## src/rtl/req_gen_pkg.sv

```systemverilog
package req_gen_pkg;

    ////////////////////////////////////////
    // address map constants
    ////////////////////////////////////////

    // chunk length in 1 KB units
    localparam logic [8:0] CHUNK_SIZE_KB = 9'd4;
    // four chunks per SURF, so SURFs sit 16 KB apart
    localparam logic [8:0] SURF_SIZE_KB = 9'd16;
    localparam int SURFS_PER_TIO = 7;
    localparam logic [2:0] LAST_SURF = 3'(SURFS_PER_TIO - 1);
    localparam logic [1:0] LAST_CHUNK = 2'd3;
    // bytes per DataMover transfer, always one full chunk
    localparam logic [22:0] CHUNK_BTT = {4'h0, CHUNK_SIZE_KB, 10'h000};

    // done address is 13 bits, kb address within the event is 9
    localparam int DONE_ADDR_W = 13;
    localparam int KB_ADDR_W = 9;

    ////////////////////////////////////////
    // stream and queue words
    ////////////////////////////////////////

    // marker ident: chunk in the upper bits, SURF below
    typedef struct packed {
        logic [1:0] chunk;
        logic [2:0] surf;
    } ident_t;

    // compact command as queued, low 10 address bits are always zero
    typedef struct packed {
        logic                   last_cmd;
        logic [DONE_ADDR_W-1:0] done_addr;
        logic [KB_ADDR_W-1:0]   kb_addr;
    } cmd_word_t;

    // 72-bit DataMover S2MM command
    typedef struct packed {
        logic [3:0]  rsvd;
        logic [3:0]  tag;
        logic [31:0] addr;
        logic        drr;
        logic        eof;
        logic [5:0]  dsa;
        logic        typ;
        logic [22:0] btt;
    } dm_cmd_t;

    // DataMover status byte
    typedef struct packed {
        logic       okay;
        logic [2:0] err;
        logic [2:0] rsvd;
        logic       last;
    } dm_status_t;

    // completion: done address over the reduced error word
    typedef struct packed {
        logic [18:0]            pad;
        logic [DONE_ADDR_W-1:0] done_addr;
        logic [31:0]            err_word;
    } cmpl_t;

    // sticky FIFO errors, cmd_ovf is bit 0
    typedef struct packed {
        logic done_unf;
        logic cmpl_ovf;
        logic done_ovf;
        logic cmd_ovf;
    } fifo_err_t;

endpackage
```

## src/rtl/req_gen_top.sv

```systemverilog
module req_gen_top #(
    parameter logic [6:0] BASE_ADDRESS_4KB = 7'd4,
    parameter int CMD_DEPTH = 16,
    parameter int DONE_DEPTH = 4,
    parameter int CMPL_DEPTH = 4
) (
    input  logic                     memclk,
    input  logic                     memresetn,
    input  logic                     payload_valid_i,
    input  logic                     payload_last_i,
    input  req_gen_pkg::ident_t      payload_ident_i,
    output logic                     payload_has_space_o,
    input  logic                     s_done_tvalid_i,
    input  logic [15:0]              s_done_tdata_i,
    output logic                     s_done_tready_o,
    output req_gen_pkg::dm_cmd_t     m_cmd_tdata_o,
    output logic                     m_cmd_tvalid_o,
    input  logic                     m_cmd_tready_i,
    input  logic                     s_stat_tvalid_i,
    input  req_gen_pkg::dm_status_t  s_stat_tdata_i,
    output req_gen_pkg::cmpl_t       m_cmpl_tdata_o,
    output logic                     m_cmpl_tvalid_o,
    input  logic                     m_cmpl_tready_i,
    output req_gen_pkg::fifo_err_t   cmd_err_o
);
    import req_gen_pkg::*;

    // command path
    logic                   cmd_wr;
    cmd_word_t              cmd_word;
    cmd_word_t              cmd_head;
    logic                   cmd_ovf;
    // done address path
    logic                   done_take;
    logic [DONE_ADDR_W-1:0] done_head;
    logic                   done_rd;
    logic                   done_ovf;
    logic                   done_unf;
    // completion path
    logic                   cmpl_wr;
    cmpl_t                  cmpl_word;
    logic                   cmpl_ovf;

    req_cmd_ctrl #(.BASE_ADDRESS_4KB(BASE_ADDRESS_4KB)) u_ctrl (
        .memclk          (memclk),
        .memresetn       (memresetn),
        .payload_valid_i (payload_valid_i),
        .payload_last_i  (payload_last_i),
        .payload_ident_i (payload_ident_i),
        .done_valid_i    (s_done_tvalid_i),
        .done_addr_i     (s_done_tdata_i[DONE_ADDR_W-1:0]),
        .cmd_wr_o        (cmd_wr),
        .cmd_word_o      (cmd_word),
        .done_take_o     (done_take),
        .has_space_o     (payload_has_space_o)
    );

    // the source holds its address until the final command takes it
    assign s_done_tready_o = done_take;

    ////////////////////////////////////////
    // command FIFO and DataMover expansion
    ////////////////////////////////////////

    req_sync_fifo #(.WIDTH($bits(cmd_word_t)), .DEPTH(CMD_DEPTH)) u_cmd_fifo (
        .memclk      (memclk),
        .memresetn   (memresetn),
        .wr_i        (cmd_wr),
        .din_i       (cmd_word),
        .rd_i        (m_cmd_tvalid_o && m_cmd_tready_i),
        .dout_o      (cmd_head),
        .valid_o     (m_cmd_tvalid_o),
        .overflow_o  (cmd_ovf),
        .underflow_o ()
    );

    // only the address and the tag change between commands
    always_comb begin
        m_cmd_tdata_o      = '0;
        // tag flags the last write of the event
        m_cmd_tdata_o.tag  = {3'b000, cmd_head.last_cmd};
        m_cmd_tdata_o.addr = {cmd_head.done_addr, cmd_head.kb_addr, 10'h000};
        m_cmd_tdata_o.drr  = 1'b0;
        m_cmd_tdata_o.eof  = 1'b1;
        m_cmd_tdata_o.dsa  = 6'h00;
        // incrementing burst
        m_cmd_tdata_o.typ  = 1'b1;
        m_cmd_tdata_o.btt  = CHUNK_BTT;
    end

    ////////////////////////////////////////
    // done addresses and completions
    ////////////////////////////////////////

    req_sync_fifo #(.WIDTH(DONE_ADDR_W), .DEPTH(DONE_DEPTH)) u_done_fifo (
        .memclk      (memclk),
        .memresetn   (memresetn),
        .wr_i        (done_take),
        .din_i       (s_done_tdata_i[DONE_ADDR_W-1:0]),
        .rd_i        (done_rd),
        .dout_o      (done_head),
        .valid_o     (),
        .overflow_o  (done_ovf),
        .underflow_o (done_unf)
    );

    dm_status_track u_stat (
        .memclk       (memclk),
        .memresetn    (memresetn),
        .stat_valid_i (s_stat_tvalid_i),
        .stat_i       (s_stat_tdata_i),
        .done_addr_i  (done_head),
        .cmpl_wr_o    (cmpl_wr),
        .cmpl_o       (cmpl_word),
        .done_rd_o    (done_rd),
        .ovf_i        ({cmpl_ovf, done_ovf, cmd_ovf}),
        .unf_i        (done_unf),
        .err_o        (cmd_err_o)
    );

    req_sync_fifo #(.WIDTH($bits(cmpl_t)), .DEPTH(CMPL_DEPTH)) u_cmpl_fifo (
        .memclk      (memclk),
        .memresetn   (memresetn),
        .wr_i        (cmpl_wr),
        .din_i       (cmpl_word),
        .rd_i        (m_cmpl_tvalid_o && m_cmpl_tready_i),
        .dout_o      (m_cmpl_tdata_o),
        .valid_o     (m_cmpl_tvalid_o),
        .overflow_o  (cmpl_ovf),
        .underflow_o ()
    );

endmodule

```

## src/rtl/dm_status_track.sv

```systemverilog
module dm_status_track (
    input  logic                                memclk,
    input  logic                                memresetn,
    input  logic                                stat_valid_i,
    input  req_gen_pkg::dm_status_t             stat_i,
    input  logic [req_gen_pkg::DONE_ADDR_W-1:0] done_addr_i,
    output logic                                cmpl_wr_o,
    output req_gen_pkg::cmpl_t                  cmpl_o,
    output logic                                done_rd_o,
    input  logic [2:0]                          ovf_i,
    input  logic                                unf_i,
    output req_gen_pkg::fifo_err_t              err_o
);
    import req_gen_pkg::*;

    logic [3:0]  cur_err;
    logic        err_any;
    logic [3:0]  err_sticky;
    logic [26:0] err_shreg;
    logic        last_stat;

    ////////////////////////////////////////
    // status reduction
    ////////////////////////////////////////

    // not-okay on top of the three error bits
    assign cur_err   = {~stat_i.okay, stat_i.err};
    assign err_any   = |cur_err;
    assign last_stat = stat_valid_i && stat_i.last;

    always_ff @(posedge memclk) begin
        if (!memresetn) begin
            err_sticky <= '0;
            err_shreg  <= '0;
        end else if (stat_valid_i) begin
            // stickies restart with each event
            if (stat_i.last) err_sticky <= '0;
            else err_sticky <= err_sticky | cur_err;
            // one bit per transfer, 28th comes from the live status
            err_shreg <= {err_any, err_shreg[26:1]};
        end
    end

    // last status pops the done address and writes the completion
    assign done_rd_o = last_stat;
    assign cmpl_wr_o = last_stat;
    assign cmpl_o.pad = '0;
    assign cmpl_o.done_addr = done_addr_i;
    assign cmpl_o.err_word = {err_any, err_shreg, err_sticky | cur_err};

    ////////////////////////////////////////
    // FIFO error stickies
    ////////////////////////////////////////

    always_ff @(posedge memclk) begin
        if (!memresetn) begin
            err_o <= '0;
        end else begin
            if (ovf_i[0]) err_o.cmd_ovf <= 1'b1;
            if (ovf_i[1]) err_o.done_ovf <= 1'b1;
            if (ovf_i[2]) err_o.cmpl_ovf <= 1'b1;
            // status with no event pending, logic fault upstream
            if (unf_i) err_o.done_unf <= 1'b1;
        end
    end

endmodule

```

## src/rtl/req_cmd_ctrl.sv

```systemverilog
module req_cmd_ctrl #(
    parameter logic [6:0] BASE_ADDRESS_4KB = 7'd4
) (
    input  logic                                memclk,
    input  logic                                memresetn,
    input  logic                                payload_valid_i,
    input  logic                                payload_last_i,
    input  req_gen_pkg::ident_t                 payload_ident_i,
    input  logic                                done_valid_i,
    input  logic [req_gen_pkg::DONE_ADDR_W-1:0] done_addr_i,
    output logic                                cmd_wr_o,
    output req_gen_pkg::cmd_word_t              cmd_word_o,
    output logic                                done_take_o,
    output logic                                has_space_o
);
    import req_gen_pkg::*;

    // base of this TURFIO's share in KB
    localparam logic [KB_ADDR_W-1:0] BASE_ADDRESS_KB = {BASE_ADDRESS_4KB, 2'b00};

    localparam logic [2:0] IDLE      = 3'd0;
    localparam logic [2:0] LOAD_BASE = 3'd1;
    localparam logic [2:0] WAIT_LAST = 3'd2;
    localparam logic [2:0] INCR      = 3'd3;
    localparam logic [2:0] WAIT_NEXT = 3'd4;

    logic [2:0]           state;
    logic [KB_ADDR_W-1:0] kb_addr;
    logic [KB_ADDR_W-1:0] chunk_base;
    logic [KB_ADDR_W-1:0] addend_a;
    logic [KB_ADDR_W-1:0] addend_b;
    logic                 last_marker;
    logic                 final_cmd;

    ////////////////////////////////////////
    // address adder
    ////////////////////////////////////////

    // start of this chunk inside SURF 0
    assign chunk_base = BASE_ADDRESS_KB + KB_ADDR_W'(payload_ident_i.chunk) * CHUNK_SIZE_KB;

    // one adder serves both the base load and the SURF step
    assign addend_a = (state == LOAD_BASE) ? chunk_base : kb_addr;
    assign addend_b = (state == INCR) ? SURF_SIZE_KB : '0;

    always_ff @(posedge memclk) begin
        if (state == LOAD_BASE || state == INCR) begin
            kb_addr <= addend_a + addend_b;
        end
    end

    ////////////////////////////////////////
    // command and done-address writes
    ////////////////////////////////////////

    assign last_marker = (state == WAIT_LAST) && payload_valid_i && payload_last_i;
    // chunk 3 of SURF 6 closes the event
    assign final_cmd = (payload_ident_i.chunk == LAST_CHUNK) &&
                       (payload_ident_i.surf == LAST_SURF);

    assign cmd_wr_o = last_marker;
    assign cmd_word_o.last_cmd = final_cmd;
    assign cmd_word_o.done_addr = done_addr_i;
    assign cmd_word_o.kb_addr = kb_addr;

    // the done address is released with the final command only
    assign done_take_o = last_marker && final_cmd;

    // an address on hand, or one already held for the event in progress
    assign has_space_o = (state == WAIT_NEXT) || (state == IDLE && done_valid_i);

    ////////////////////////////////////////
    // chunk marker FSM
    ////////////////////////////////////////

    always_ff @(posedge memclk) begin
        if (!memresetn) begin
            state <= IDLE;
        end else begin
            case (state)
                // need both a marker and an address to start an event
                IDLE: begin
                    if (payload_valid_i && done_valid_i) begin
                        state <= LOAD_BASE;
                    end
                end
                LOAD_BASE: state <= WAIT_LAST;
                WAIT_LAST: begin
                    if (payload_valid_i && payload_last_i) begin
                        if (payload_ident_i.surf != LAST_SURF) begin
                            state <= INCR;
                        end else if (final_cmd) begin
                            state <= IDLE;
                        end else begin
                            state <= WAIT_NEXT;
                        end
                    end
                end
                INCR: state <= WAIT_LAST;
                // next chunk starts back at SURF 0
                WAIT_NEXT: begin
                    if (payload_valid_i) begin
                        state <= LOAD_BASE;
                    end
                end
                default: state <= IDLE;
            endcase
        end
    end

endmodule

```

## src/rtl/req_sync_fifo.sv

```systemverilog
module req_sync_fifo #(
    parameter int WIDTH = 8,
    // power of two, at least 2
    parameter int DEPTH = 4
) (
    input  logic             memclk,
    input  logic             memresetn,
    input  logic             wr_i,
    input  logic [WIDTH-1:0] din_i,
    input  logic             rd_i,
    output logic [WIDTH-1:0] dout_o,
    output logic             valid_o,
    output logic             overflow_o,
    output logic             underflow_o
);
    localparam int AW = $clog2(DEPTH);
    localparam int CW = $clog2(DEPTH + 1);

    logic [WIDTH-1:0] mem [DEPTH];
    logic [AW-1:0]    wr_ptr;
    logic [AW-1:0]    rd_ptr;
    logic [CW-1:0]    mem_cnt;
    logic             full;
    logic             rd_ok;
    logic             wr_ok;
    logic             out_load;
    logic             mem_pop;
    logic             mem_push;

    // head word lives in the output register, the rest in mem
    assign full     = valid_o && (mem_cnt == CW'(DEPTH));
    assign rd_ok    = rd_i && valid_o;
    assign wr_ok    = wr_i && !full;
    assign out_load = !valid_o || rd_ok;
    assign mem_pop  = out_load && (mem_cnt != '0);
    // bypass straight to the output when mem is empty
    assign mem_push = wr_ok && !(out_load && mem_cnt == '0);

    always_ff @(posedge memclk) begin
        if (mem_push) begin
            mem[wr_ptr] <= din_i;
        end
        if (mem_pop) begin
            dout_o <= mem[rd_ptr];
        end else if (out_load && wr_ok) begin
            dout_o <= din_i;
        end
    end

    always_ff @(posedge memclk) begin
        if (!memresetn) begin
            wr_ptr      <= '0;
            rd_ptr      <= '0;
            mem_cnt     <= '0;
            valid_o     <= 1'b0;
            overflow_o  <= 1'b0;
            underflow_o <= 1'b0;
        end else begin
            if (mem_push) wr_ptr <= wr_ptr + 1'b1;
            if (mem_pop) rd_ptr <= rd_ptr + 1'b1;
            mem_cnt <= mem_cnt + CW'(mem_push) - CW'(mem_pop);
            if (out_load) valid_o <= mem_pop || wr_ok;
            // dropped write / read of nothing, one cycle each
            overflow_o  <= wr_i && full;
            underflow_o <= rd_i && !valid_o;
        end
    end

endmodule

```

## config.mk

```make
export PLATFORM = sky130hd
export DESIGN_NAME = req_gen_top
export DESIGN_NICKNAME = d
export VERILOG_FILES = /design/src/rtl/req_gen_pkg.sv /design/src/rtl/req_gen_top.sv /design/src/rtl/dm_status_track.sv /design/src/rtl/req_cmd_ctrl.sv /design/src/rtl/req_sync_fifo.sv
export SDC_FILE = /design/constraint.sdc
export NUM_CORES = 1
export LEC_CHECK = 0
export BUFFER_PORTS_ARGS = -buffer_cell sky130_fd_sc_hd__buf_2
export CAP_MARGIN = 40
export CORE_MARGIN = 2
export CORE_UTILIZATION = 50
export CTS_CLUSTER_SIZE = 14
export DETAILED_ROUTE_END_ITERATION = 7
export PLACE_DENSITY_LB_ADDON = 0.25
export SLEW_MARGIN = 25
export SYNTH_ARGS = -nofsm -noshare
export SYNTH_HDL_FRONTEND = slang
export SYNTH_SLANG_ARGS = --single-unit
```

## constraint.sdc

```tcl
create_clock -name memclk -period 5 [get_ports memclk]
set_input_delay 1 -clock memclk [delete_from_list [all_inputs] [get_ports memclk]]
set_output_delay 1 -clock memclk [all_outputs]
set_load 0.01 [all_outputs]
```

==> flow_summary.json, run 1 <==
{
  "status": "finished clean",
  "die_width_um": 244,
  "hold_path.class": "reg2reg",
  "multi_input_area_um2": 6880,
  "fin_ws_ns": 1.88,
  "area_delta_synth_final_pct": 13.6,
  "avgRoutedWirePerCell_um": 22.1,
  "ys_ff_latch": 734,
  "postLayoutCoreUtil_pct": 57.7,
  "worstMarginPinSlew_ns": 0.779,
  "clk_pin_slew_ns": 0.06,
  "seq_area_um2": 21300,
  "netlist_instances": 1479,
  "worst-setup-path-type": "in2out",
  "grt_antenna_before_repair": 1,
  "finalCritPeriodShare_pct": 62.4,
  "drc_errors": 0,
  "skew_ns": 0.0204,
  "dpl.hpwl_mm": 32.3,
  "core_area_um2": 56600,
  "synth-edff-count": 654,
  "synth_warnings": 0,
  "async_reset_ff_share_pct": 0,
  "drive_gt1_share_pct": 29.6,
  "numCtsBuffers": 77,
  "power.density_nw_per_um2": 512,
  "grt_first_pass_wirelength_mm": 84.3,
  "num_antenna_cells": 0,
  "clk_latency_ns": 0.61,
  "synth_cell_types": 57,
  "fillers": 4298,
  "ys.flop_type": "edfxtp_1",
  "cp.required_ns": 4.00,
  "drt-total-wl_mm": 54.2,
  "ant_nets": 0,
  "drv_slew": 0,
  "cp_max_fo": 4,
  "crit_arrival_ns": 2.12,
  "syn_area_um2": 28700,
  "start_kind": "input pin",
  "cts_buffer_depth": 3,
  "numPortBuffers": 104,
  "initial_core_util_pct": 50.8,
  "grt_setup_unrepaired": "no",
  "hold_viol": 0,
  "fmax_mhz": 321,
  "place_congestion": 0.718,
  "synth-seq-area-share_pct": 73.9,
  "peakVddDrop_v": 0.000383,
  "grt-ovfl-total": 0,
  "p_leak_uw": 0.0109,
  "drtIter0Drc": 884,
  "grt_max_degree": 49,
  "fin_setup_tns_ns": 0,
  "cts_sinks": 734,
  "drv_cap": 0,
  "rows": 87,
  "setup_viol": 0,
  "final_nets": 1702,
  "h-tree-depth": 3,
  "max_slew_margin_pct": 48.0,
  "cp-end-kind": "output pin",
  "post-cts-setup-buffers": 0,
  "preCtsSetupSlack_ns": 1.44,
  "ios": 181,
  "root_buffer": "clkbuf_16",
  "num_vias": 13400,
  "grt_use_total_pct": 18.7,
  "period_needed_ns": 3.12,
  "grt_pass1_vias": 14100,
  "postSynthAreaPerCell_um2": 19.4,
  "dieArea_um2": 59400,
  "cts_tree": "yes",
  "viasPerCell": 5.47,
  "first_pass_iters": 5,
  "cts_hold_buf": 0,
  "cts_resized": 0,
  "die_y_um": 244
}
## final timing paths
| kind | from | to | slack (ns) | cells past startpoint |
|---|---|---|---|---|
| setup / recovery | payload_ident_i[0] | s_done_tready_o | 1.88 | 5 |
| hold / removal | u_done_fifo.overflow_o | u_stat.err_o[1] | 0.43 | 1 |
| setup reg to reg | u_cmd_fifo.mem_cnt[3] | u_cmd_fifo.mem_cnt[4] | 1.89 | 15 |
| hold reg to reg | u_done_fifo.overflow_o | u_stat.err_o[1] | 0.43 | 1 |
## cell usage in the layout, fill, tap and decap left out, drive strengths merged, types with 34 or more instances in the layout
cell type / netlist / routed
nor2b: 42 / 42
dfxtp: 80 / 80
mux2: 57 / 57
nand2: 57 / 57
conb: 2 / 70
mux2i: 51 / 51
inv: 28 / 34
mux4: 142 / 142
buf: 108 / 148
clkbuf: 29 / 104
edfxtp: 654 / 654
## cells in the mapped netlist (8+ instances only)
cell        n  area (µm²)
edfxtp_1  654       19600
mux4_2    142        3200
dfxtp_1    80        1600
buf_4      76         571
mux2_2     57         642
nand2_1    57         214
mux2i_1    51         510
nor2b_1    42         263
clkbuf_1   28         105
and2_1     27         169
inv_1      27         101
buf_2      25         125
ha_1       25         313
nor2_1     25        93.8
o221ai_1   20         175
a21oi_1    15        75.1
o21ai_0    13        65.1
o21ai_1    12        60.1
xnor2_1    12         105
xor2_1      9        78.8
nor3_1      8        40.0
## registers in the layout (all words and copies together), names as in the netlist, 4 cells and up, named ones only
signal,cells
u_cmd_fifo.mem,336
u_cmpl_fifo.mem,180
u_done_fifo.mem,52
u_cmpl_fifo.dout_o,45
u_stat.err_shreg,27
u_cmd_fifo.dout_o,21
u_done_fifo.dout_o,13
u_ctrl.kb_addr,7
u_cmd_fifo.mem_cnt,5
u_cmd_fifo.rd_ptr,4
u_cmd_fifo.wr_ptr,4
u_stat.err_o,4
u_stat.err_sticky,4
## worst max-delay path, cell delays in order
cell     delay [ns]
buf_2          0.09
and3b_1        0.28
nand3_1        0.28
nor2_1         0.27
buf_2          0.20
## cells by family after synthesis
logic type / count (synthesis) / share of synthesized area (%)
xor+xnor: 21 / 0.640
fa+ha+maj: 28 / 1.30
flops: 734 / 73.9
mux: 250 / 15.1
other cells: 2 / 0.0261
buf+inv: 165 / 3.36
simple gates: 200 / 3.74
compound gates: 79 / 1.91
## report_power, final
group / leakage, µW / switching [µW] / total, µW / internal [µW]
logic: 0.00305 / 1650 / 3200 / 1550
clock network: 0.00123 / 2270 / 5600 / 3330
registers: 0.00667 / 445 / 7930 / 7480
total: 0.0109 / 4370 / 16700 / 12400
## final cells by class
type,instances,share of cell area [%]
Sequential cell,734,65.1
Clock inverter,38,1.12
Clock buffer,104,6.56
Multi-Input combinational cell,648,21.1
Timing Repair Buffer,148,2.94
Inverter,28,0.322
Tap cell,756,2.90
## metrics by stage
stage / power [µW] / hold slack (ns) / cells / area [µm²]
2_1_floorplan: 10200 / 0.405 / 1547 / 29000
3_3_place_gp: 11200 / 0.411 / 2308 / 30000
3_5_place_dp: 11300 / 0.419 / 2314 / 30100
4_1_cts: 17000 / 0.431 / 2456 / 32700
5_1_grt: 17500 / 0.449 / 2456 / 32700
6_report: 16700 / 0.427 / 2456 / 32700
## metal layers
| metal | vias to the layer above | track usage (%) | part of all wire [%] |
|---|---|---|---|
| li1 | 6007 | - | - |
| met1 | 7017 | 25.0 | 42 |
| met2 | 338 | 31.6 | 51 |
| met3 | 67 | 3.72 | 5.1 |
| met4 | 2 | 4.36 | 1.6 |
| met5 | - | 0 | 0.024 |
Note: power is estimated with default switching activity, not from simulation.
==> inputs of run 2 (changes only) <==
==> constraint.sdc (replaced) <==
create_clock -name memclk -period 2.5 [get_ports memclk]
set_input_delay 0.5 -clock memclk [delete_from_list [all_inputs] [get_ports memclk]]
set_output_delay 0.5 -clock memclk [all_outputs]
set_load 0.01 [all_outputs]
==> run 2 against run 1 <==
The run now ends with negative setup slack left. Cell count is 1.5% higher. Clock-buffer cell count is 3 lower. First-iteration DRC count is 11% higher. Sequential cell count stayed put. Die area stayed put. Clock skew is 0.0026 ns higher. Design area is 2.0% higher. Via count hardly changed. Register-to-register slack worse by 1.9 ns. Critical path type is now reg2reg.
==> flow_summary.json, run 2 (synthesized netlist as in run 1, its figures left out) <==
{
  "num_vias": 13400,
  "clk_latency_ns": 0.61,
  "rows": 87,
  "fin_ws_ns": -0.0317,
  "drive_gt1_share_pct": 32.1,
  "drtIter0Drc": 982,
  "final_common_cell": "edfxtp_1",
  "drt-total-wl_mm": 52.8,
  "finalCritPeriodShare_pct": 101,
  "period_needed_ns": 2.53,
  "dp.cells": 2352,
  "numPortBuffers": 104,
  "grt_use_total_pct": 18.0,
  "ios": 181,
  "violations": "negative setup slack",
  "max_slew_margin_pct": 44.4,
  "cp_max_fo": 2,
  "start_kind": "register",
  "die_y_um": 244,
  "die_width_um": 244,
  "seq_area_um2": 21300,
  "viasPerCell": 5.38,
  "cts_hold_buf": 0,
  "drv_cap": 0,
  "skew_ns": 0.0230,
  "cts_buffer_depth": 3,
  "fin_setup_tns_ns": -0.0317,
  "area_delta_synth_final_pct": 15.9,
  "final_nets": 1740,
  "hold_path.class": "in2reg",
  "grt_antenna_before_repair": 2,
  "peakVddDrop_v": 0.000579,
  "worst-setup-path-type": "reg2reg",
  "power.density_nw_per_um2": 1010,
  "grt_setup_unrepaired": "yes",
  "dieArea_um2": 59400,
  "r2r_setup_slack_ns": -0.03,
  "initial_core_util_pct": 50.8,
  "root_buffer": "clkbuf_16",
  "largest_register": "u_cmd_fifo.mem",
  "worstMarginPinSlew_ns": 0.826,
  "dpl.hpwl_mm": 31.4,
  "drv_slew": 0,
  "grt_first_pass_wirelength_mm": 82.0,
  "cts_sinks": 734,
  "reg_top3": "u_cmd_fifo.mem: 336 flops, u_cmpl_fifo.mem: 180 flops, u_done_fifo.mem: 52 flops",
  "drc_errors": 0,
  "ant_nets": 0,
  "h-tree-depth": 3,
  "crit_arrival_ns": 3.01,
  "core_area_um2": 56600,
  "cp-end-kind": "register",
  "grt_pass1_vias": 14000,
  "mostFrequentLayoutCells": "edfxtp_1 (654), mux4_2 (142), buf_2 (104)",
  "hold_viol": 0,
  "cts_tree": "yes",
  "first_pass_iters": 5,
  "setup_viol": 1,
  "numCtsBuffers": 75,
  "num_antenna_cells": 0,
  "avgRoutedWirePerCell_um": 21.2,
  "fmax_mhz": 395,
  "cp.required_ns": 2.98,
  "fillers": 4148,
  "place_congestion": 0.741,
  "multi_input_area_um2": 6950,
  "p_leak_uw": 0.0112,
  "fin_hold_ws_ns": 0.126,
  "clk_pin_slew_ns": 0.06,
  "final_cells": 2493,
  "grt_max_degree": 49,
  "status": "complete, but fails checks",
  "grt-ovfl-total": 0,
  "largest_reg_flops": 336
}
[run 2: cell count changes in the layout (fill, tap and decap cells not counted), moves of 3 or more]
| cell | before | now |
|---|---|---|
| buf_12 | 2 | 34 |
| buf_16 | 4 | 0 |
| buf_4 | 37 | 50 |
| clkinv_2 | 8 | 11 |
| inv_1 | 27 | 22 |
| inv_2 | 1 | 6 |
| inv_6 | 6 | 3 |
| nor3_2 | 4 | 0 |
| nor3_4 | 0 | 4 |
[run 2: per-layer routing]
layer / vias to the layer above / GRT usage [%] / share of wire, %
li1: 6082 / - / -
met4: 2 / 4.48 / 1.8
met3: 82 / 3.33 / 4.7
met1: 6933 / 24.4 / 43
met5: - / 0 / 0.013
met2: 324 / 30.5 / 51
[run 2: final timing paths]
path	to	from	cells past startpoint
max	u_cmd_fifo.mem_cnt[4]	u_cmd_fifo.mem_cnt[2]	13
min	u_ctrl.kb_addr[3]	payload_ident_i[4]	1
max reg2reg	u_cmd_fifo.mem_cnt[4]	u_cmd_fifo.mem_cnt[2]	13
min reg2reg	u_stat.err_o[2]	u_cmpl_fifo.overflow_o	1
[run 2: power breakdown]
part | internal [µW] | switching (µW) | total (µW)
sequential | 15000 | 666 | 15600
clock | 6580 | 4460 | 11000
combinational | 3400 | 3550 | 6950
total | 24900 | 8670 | 33600
[run 2: area by class of cell]
type,count,share of cell area [%]
clock buffer,101,6.24
clock inverter,38,1.17
timing repair buffer,188,4.73
multi-input combinational,648,20.9
tap,756,2.84
inverter,28,0.316
sequential,734,63.8
[run 2: repair_timing]
item | in CTS | in global routing
setup buffers | 2 | 0
pin swaps | 4 | 2
gates resized for setup | 8 | 3
endpoints found under the setup margin | 2 | 3
hold endpoints to repair | 0 | 0
[run 2: metrics by stage]
| stage | total power, µW | instance area (µm²) | worst slack (ns) | utilization, % |
|---|---|---|---|---|
| final | 33600 | 33300 | -0.0317 | 58.8 |
| after global routing | 35100 | 33300 | -0.137 | 58.8 |
| after CTS | 34100 | 33300 | -0.0478 | 58.8 |
| after detailed placement | 22900 | 30800 | -0.197 | 54.4 |
| after global placement | 22800 | 30800 | -0.151 | 54.4 |
| after floorplan | 20400 | 29100 | -0.131 | - |
[run 2: critical path, cell delays in order, from the launching register on]
cell	delay (ns)
dfxtp_2	0.32
inv_2	0.07
ha_4	0.13
or3b_4	0.37
a211o_1	0.25
and2_4	0.16
ha_4	0.15
inv_2	0.05
fa_2	0.20
inv_2	0.04
a21oi_2	0.12
nor2_2	0.05
or3_1	0.34
and3_1	0.16
==> inputs of run 3 (changes only) <==
--- a/config.mk
+++ b/config.mk
@@ -6,12 +6,13 @@
 export NUM_CORES = 1
 export LEC_CHECK = 0
 export BUFFER_PORTS_ARGS = -buffer_cell sky130_fd_sc_hd__buf_2
-export CAP_MARGIN = 40
 export CORE_MARGIN = 2
 export CORE_UTILIZATION = 50
 export CTS_CLUSTER_SIZE = 14
 export DETAILED_ROUTE_END_ITERATION = 7
+export HOLD_SLACK_MARGIN = 0.05
 export PLACE_DENSITY_LB_ADDON = 0.25
+export SETUP_SLACK_MARGIN = 0.15
 export SLEW_MARGIN = 25
 export SYNTH_ARGS = -nofsm -noshare
 export SYNTH_HDL_FRONTEND = slang
==> run 3 against run 2 <==
The flow still finishes with violations (negative setup slack). Utilization rose by 0.064 points. Die area is the same. Clock power is essentially flat. Critical endpoint unchanged. Largest cell class unchanged.
==> flow_summary.json, run 3 (synthesized netlist as in run 1, its figures left out) <==
{
  "avgRoutedWirePerCell_um": 21.3,
  "worstMarginPinSlew_ns": 0.701,
  "timing.rr.start": "u_cmd_fifo.mem_cnt[2]",
  "cp_max_fo": 2,
  "seq_area_um2": 21300,
  "dp.cells": 2348,
  "num_vias": 13400,
  "max_slew_margin_pct": 53.3,
  "final_cells": 2493,
  "num_antenna_cells": 0,
  "drc_errors": 0,
  "dpl.hpwl_mm": 31.3,
  "clk_latency_ns": 0.61,
  "worstHoldStart": "payload_ident_i[3]",
  "fin_setup_tns_ns": -0.0144,
  "finalCritPeriodShare_pct": 101,
  "multi_input_area_um2": 6980,
  "fmax_mhz": 398,
  "cts_sinks": 734,
  "rows": 87,
  "ant_nets": 0,
  "skew_ns": 0.0261,
  "grt_max_degree": 49,
  "status": "complete, but fails checks",
  "die_y_um": 244,
  "rr_worst_depth": 13,
  "die_width_um": 244,
  "fillers": 4164,
  "drt-total-wl_mm": 53.0,
  "r2r_end": "u_cmd_fifo.mem_cnt[4]",
  "period_needed_ns": 2.51,
  "mostFrequentLayoutCells": "edfxtp_1 (654), mux4_2 (142), buf_2 (104)",
  "dieArea_um2": 59400,
  "hold_end": "u_ctrl.kb_addr[2]",
  "cts_buffer_depth": 3,
  "cp-end-kind": "register",
  "drv_slew": 0,
  "h-tree-depth": 3,
  "drtIter0Drc": 987,
  "peakVddDrop_v": 0.000793,
  "cts_hold_buf": 0,
  "hold_viol": 0,
  "final_common_cell": "edfxtp_1",
  "cp.required_ns": 2.99,
  "area_delta_synth_final_pct": 16.0,
  "place_congestion": 0.733,
  "setup_viol": 1,
  "first_pass_iters": 5,
  "clk_pin_slew_ns": 0.06,
  "hold_path.class": "in2reg",
  "core_area_um2": 56600,
  "grt_use_total_pct": 18.1,
  "fin_ws_ns": -0.0144,
  "root_buffer": "clkbuf_16",
  "start_kind": "register",
  "cts_tree": "yes",
  "final_nets": 1740,
  "ios": 181,
  "initial_core_util_pct": 50.8,
  "grt-ovfl-total": 0,
  "grt_antenna_before_repair": 1,
  "viasPerCell": 5.39,
  "largest_reg_flops": 336,
  "grt_pass1_vias": 14100,
  "largest_register": "u_cmd_fifo.mem",
  "worst-setup-path-type": "reg2reg",
  "p_leak_uw": 0.0112,
  "numPortBuffers": 104,
  "crit_arrival_ns": 3.00,
  "whs_path_depth": 1,
  "r2r_setup_slack_ns": -0.01,
  "reg_top3": "u_cmd_fifo.mem: 336 flops, u_cmpl_fifo.mem: 180 flops, u_done_fifo.mem: 52 flops",
  "drv_cap": 0,
  "power.density_nw_per_um2": 1020,
  "violations": "negative setup slack",
  "drive_gt1_share_pct": 32.2,
  "grt_first_pass_wirelength_mm": 82.5,
  "grt_setup_unrepaired": "yes",
  "numCtsBuffers": 76
}
[run 3: power breakdown]
group / switching (µW) / leakage (µW) / internal (µW)
Combinational: 3590 / 0.00328 / 3460
Clock: 4490 / 0.00121 / 6770
Sequential: 668 / 0.00667 / 15000
[run 3: timing repair]
item / in CTS / in global routing
hold endpoints to repair: 0 / 0
pin swaps: 4 / 2
setup endpoints to repair: 228 / 4
setup buffers: 3 / 2
resized for setup: 8 / 5
[run 3: worst max path at each step]
stage                     startpoint                    end  slack (ns)  depth (start not counted)
4_1_cts        u_cmd_fifo.mem_cnt[2]  u_cmd_fifo.mem_cnt[4]       -0.03                         13
5_1_grt        u_cmd_fifo.mem_cnt[2]  u_cmd_fifo.mem_cnt[4]       -0.13                         13
2_1_floorplan  u_cmd_fifo.mem_cnt[2]  u_cmd_fifo.mem_cnt[4]       -0.13                         14
3_3_place_gp   u_cmd_fifo.mem_cnt[2]  u_cmd_fifo.mem_cnt[4]       -0.12                         13
3_5_place_dp   u_cmd_fifo.mem_cnt[2]  u_cmd_fifo.mem_cnt[4]       -0.18                         13
6_report       u_cmd_fifo.mem_cnt[2]  u_cmd_fifo.mem_cnt[4]       -0.01                         13
[run 3: through the flow]
stage	worst slack, ns	power (µW)	area [µm²]	hold WS (ns)	util (%)
floorplan	-0.130	20500	29100	0.405	-
global placement	-0.120	22800	30700	0.412	54.3
detailed placement	-0.184	22900	30700	0.419	54.3
CTS	-0.0270	34300	33300	0.0988	58.8
global route	-0.125	35500	33300	0.114	58.9
finish	-0.0144	33900	33300	0.133	58.9
[run 3: final cells by class]
type,instances,share of cell area [%]
clock buffer,108,6.37
multi-input combinational,648,20.9
tap,756,2.84
sequential,734,63.8
timing repair buffer,187,4.59
inverter,28,0.323
clock inverter,32,1.17
[run 3: critical path: stages, from the launching register on]
cell,delay (ns)
dfxtp_2,0.33
inv_2,0.07
ha_4,0.14
or3b_4,0.37
a211o_1,0.25
and2_4,0.16
ha_4,0.15
inv_2,0.05
fa_2,0.20
inv_2,0.04
a21oi_2,0.10
nor2_1,0.06
or3_1,0.32
and3_1,0.16
[run 3: metal layers]
layer / up-vias / global-route usage (%) / part of all wire, %
li1: 6091 / - / -
met1: 6985 / 24.7 / 43
met2: 296 / 30.5 / 50
met3: 66 / 3.08 / 4.7
met4: 0 / 4.79 / 1.5
met5: - / 0 / 0
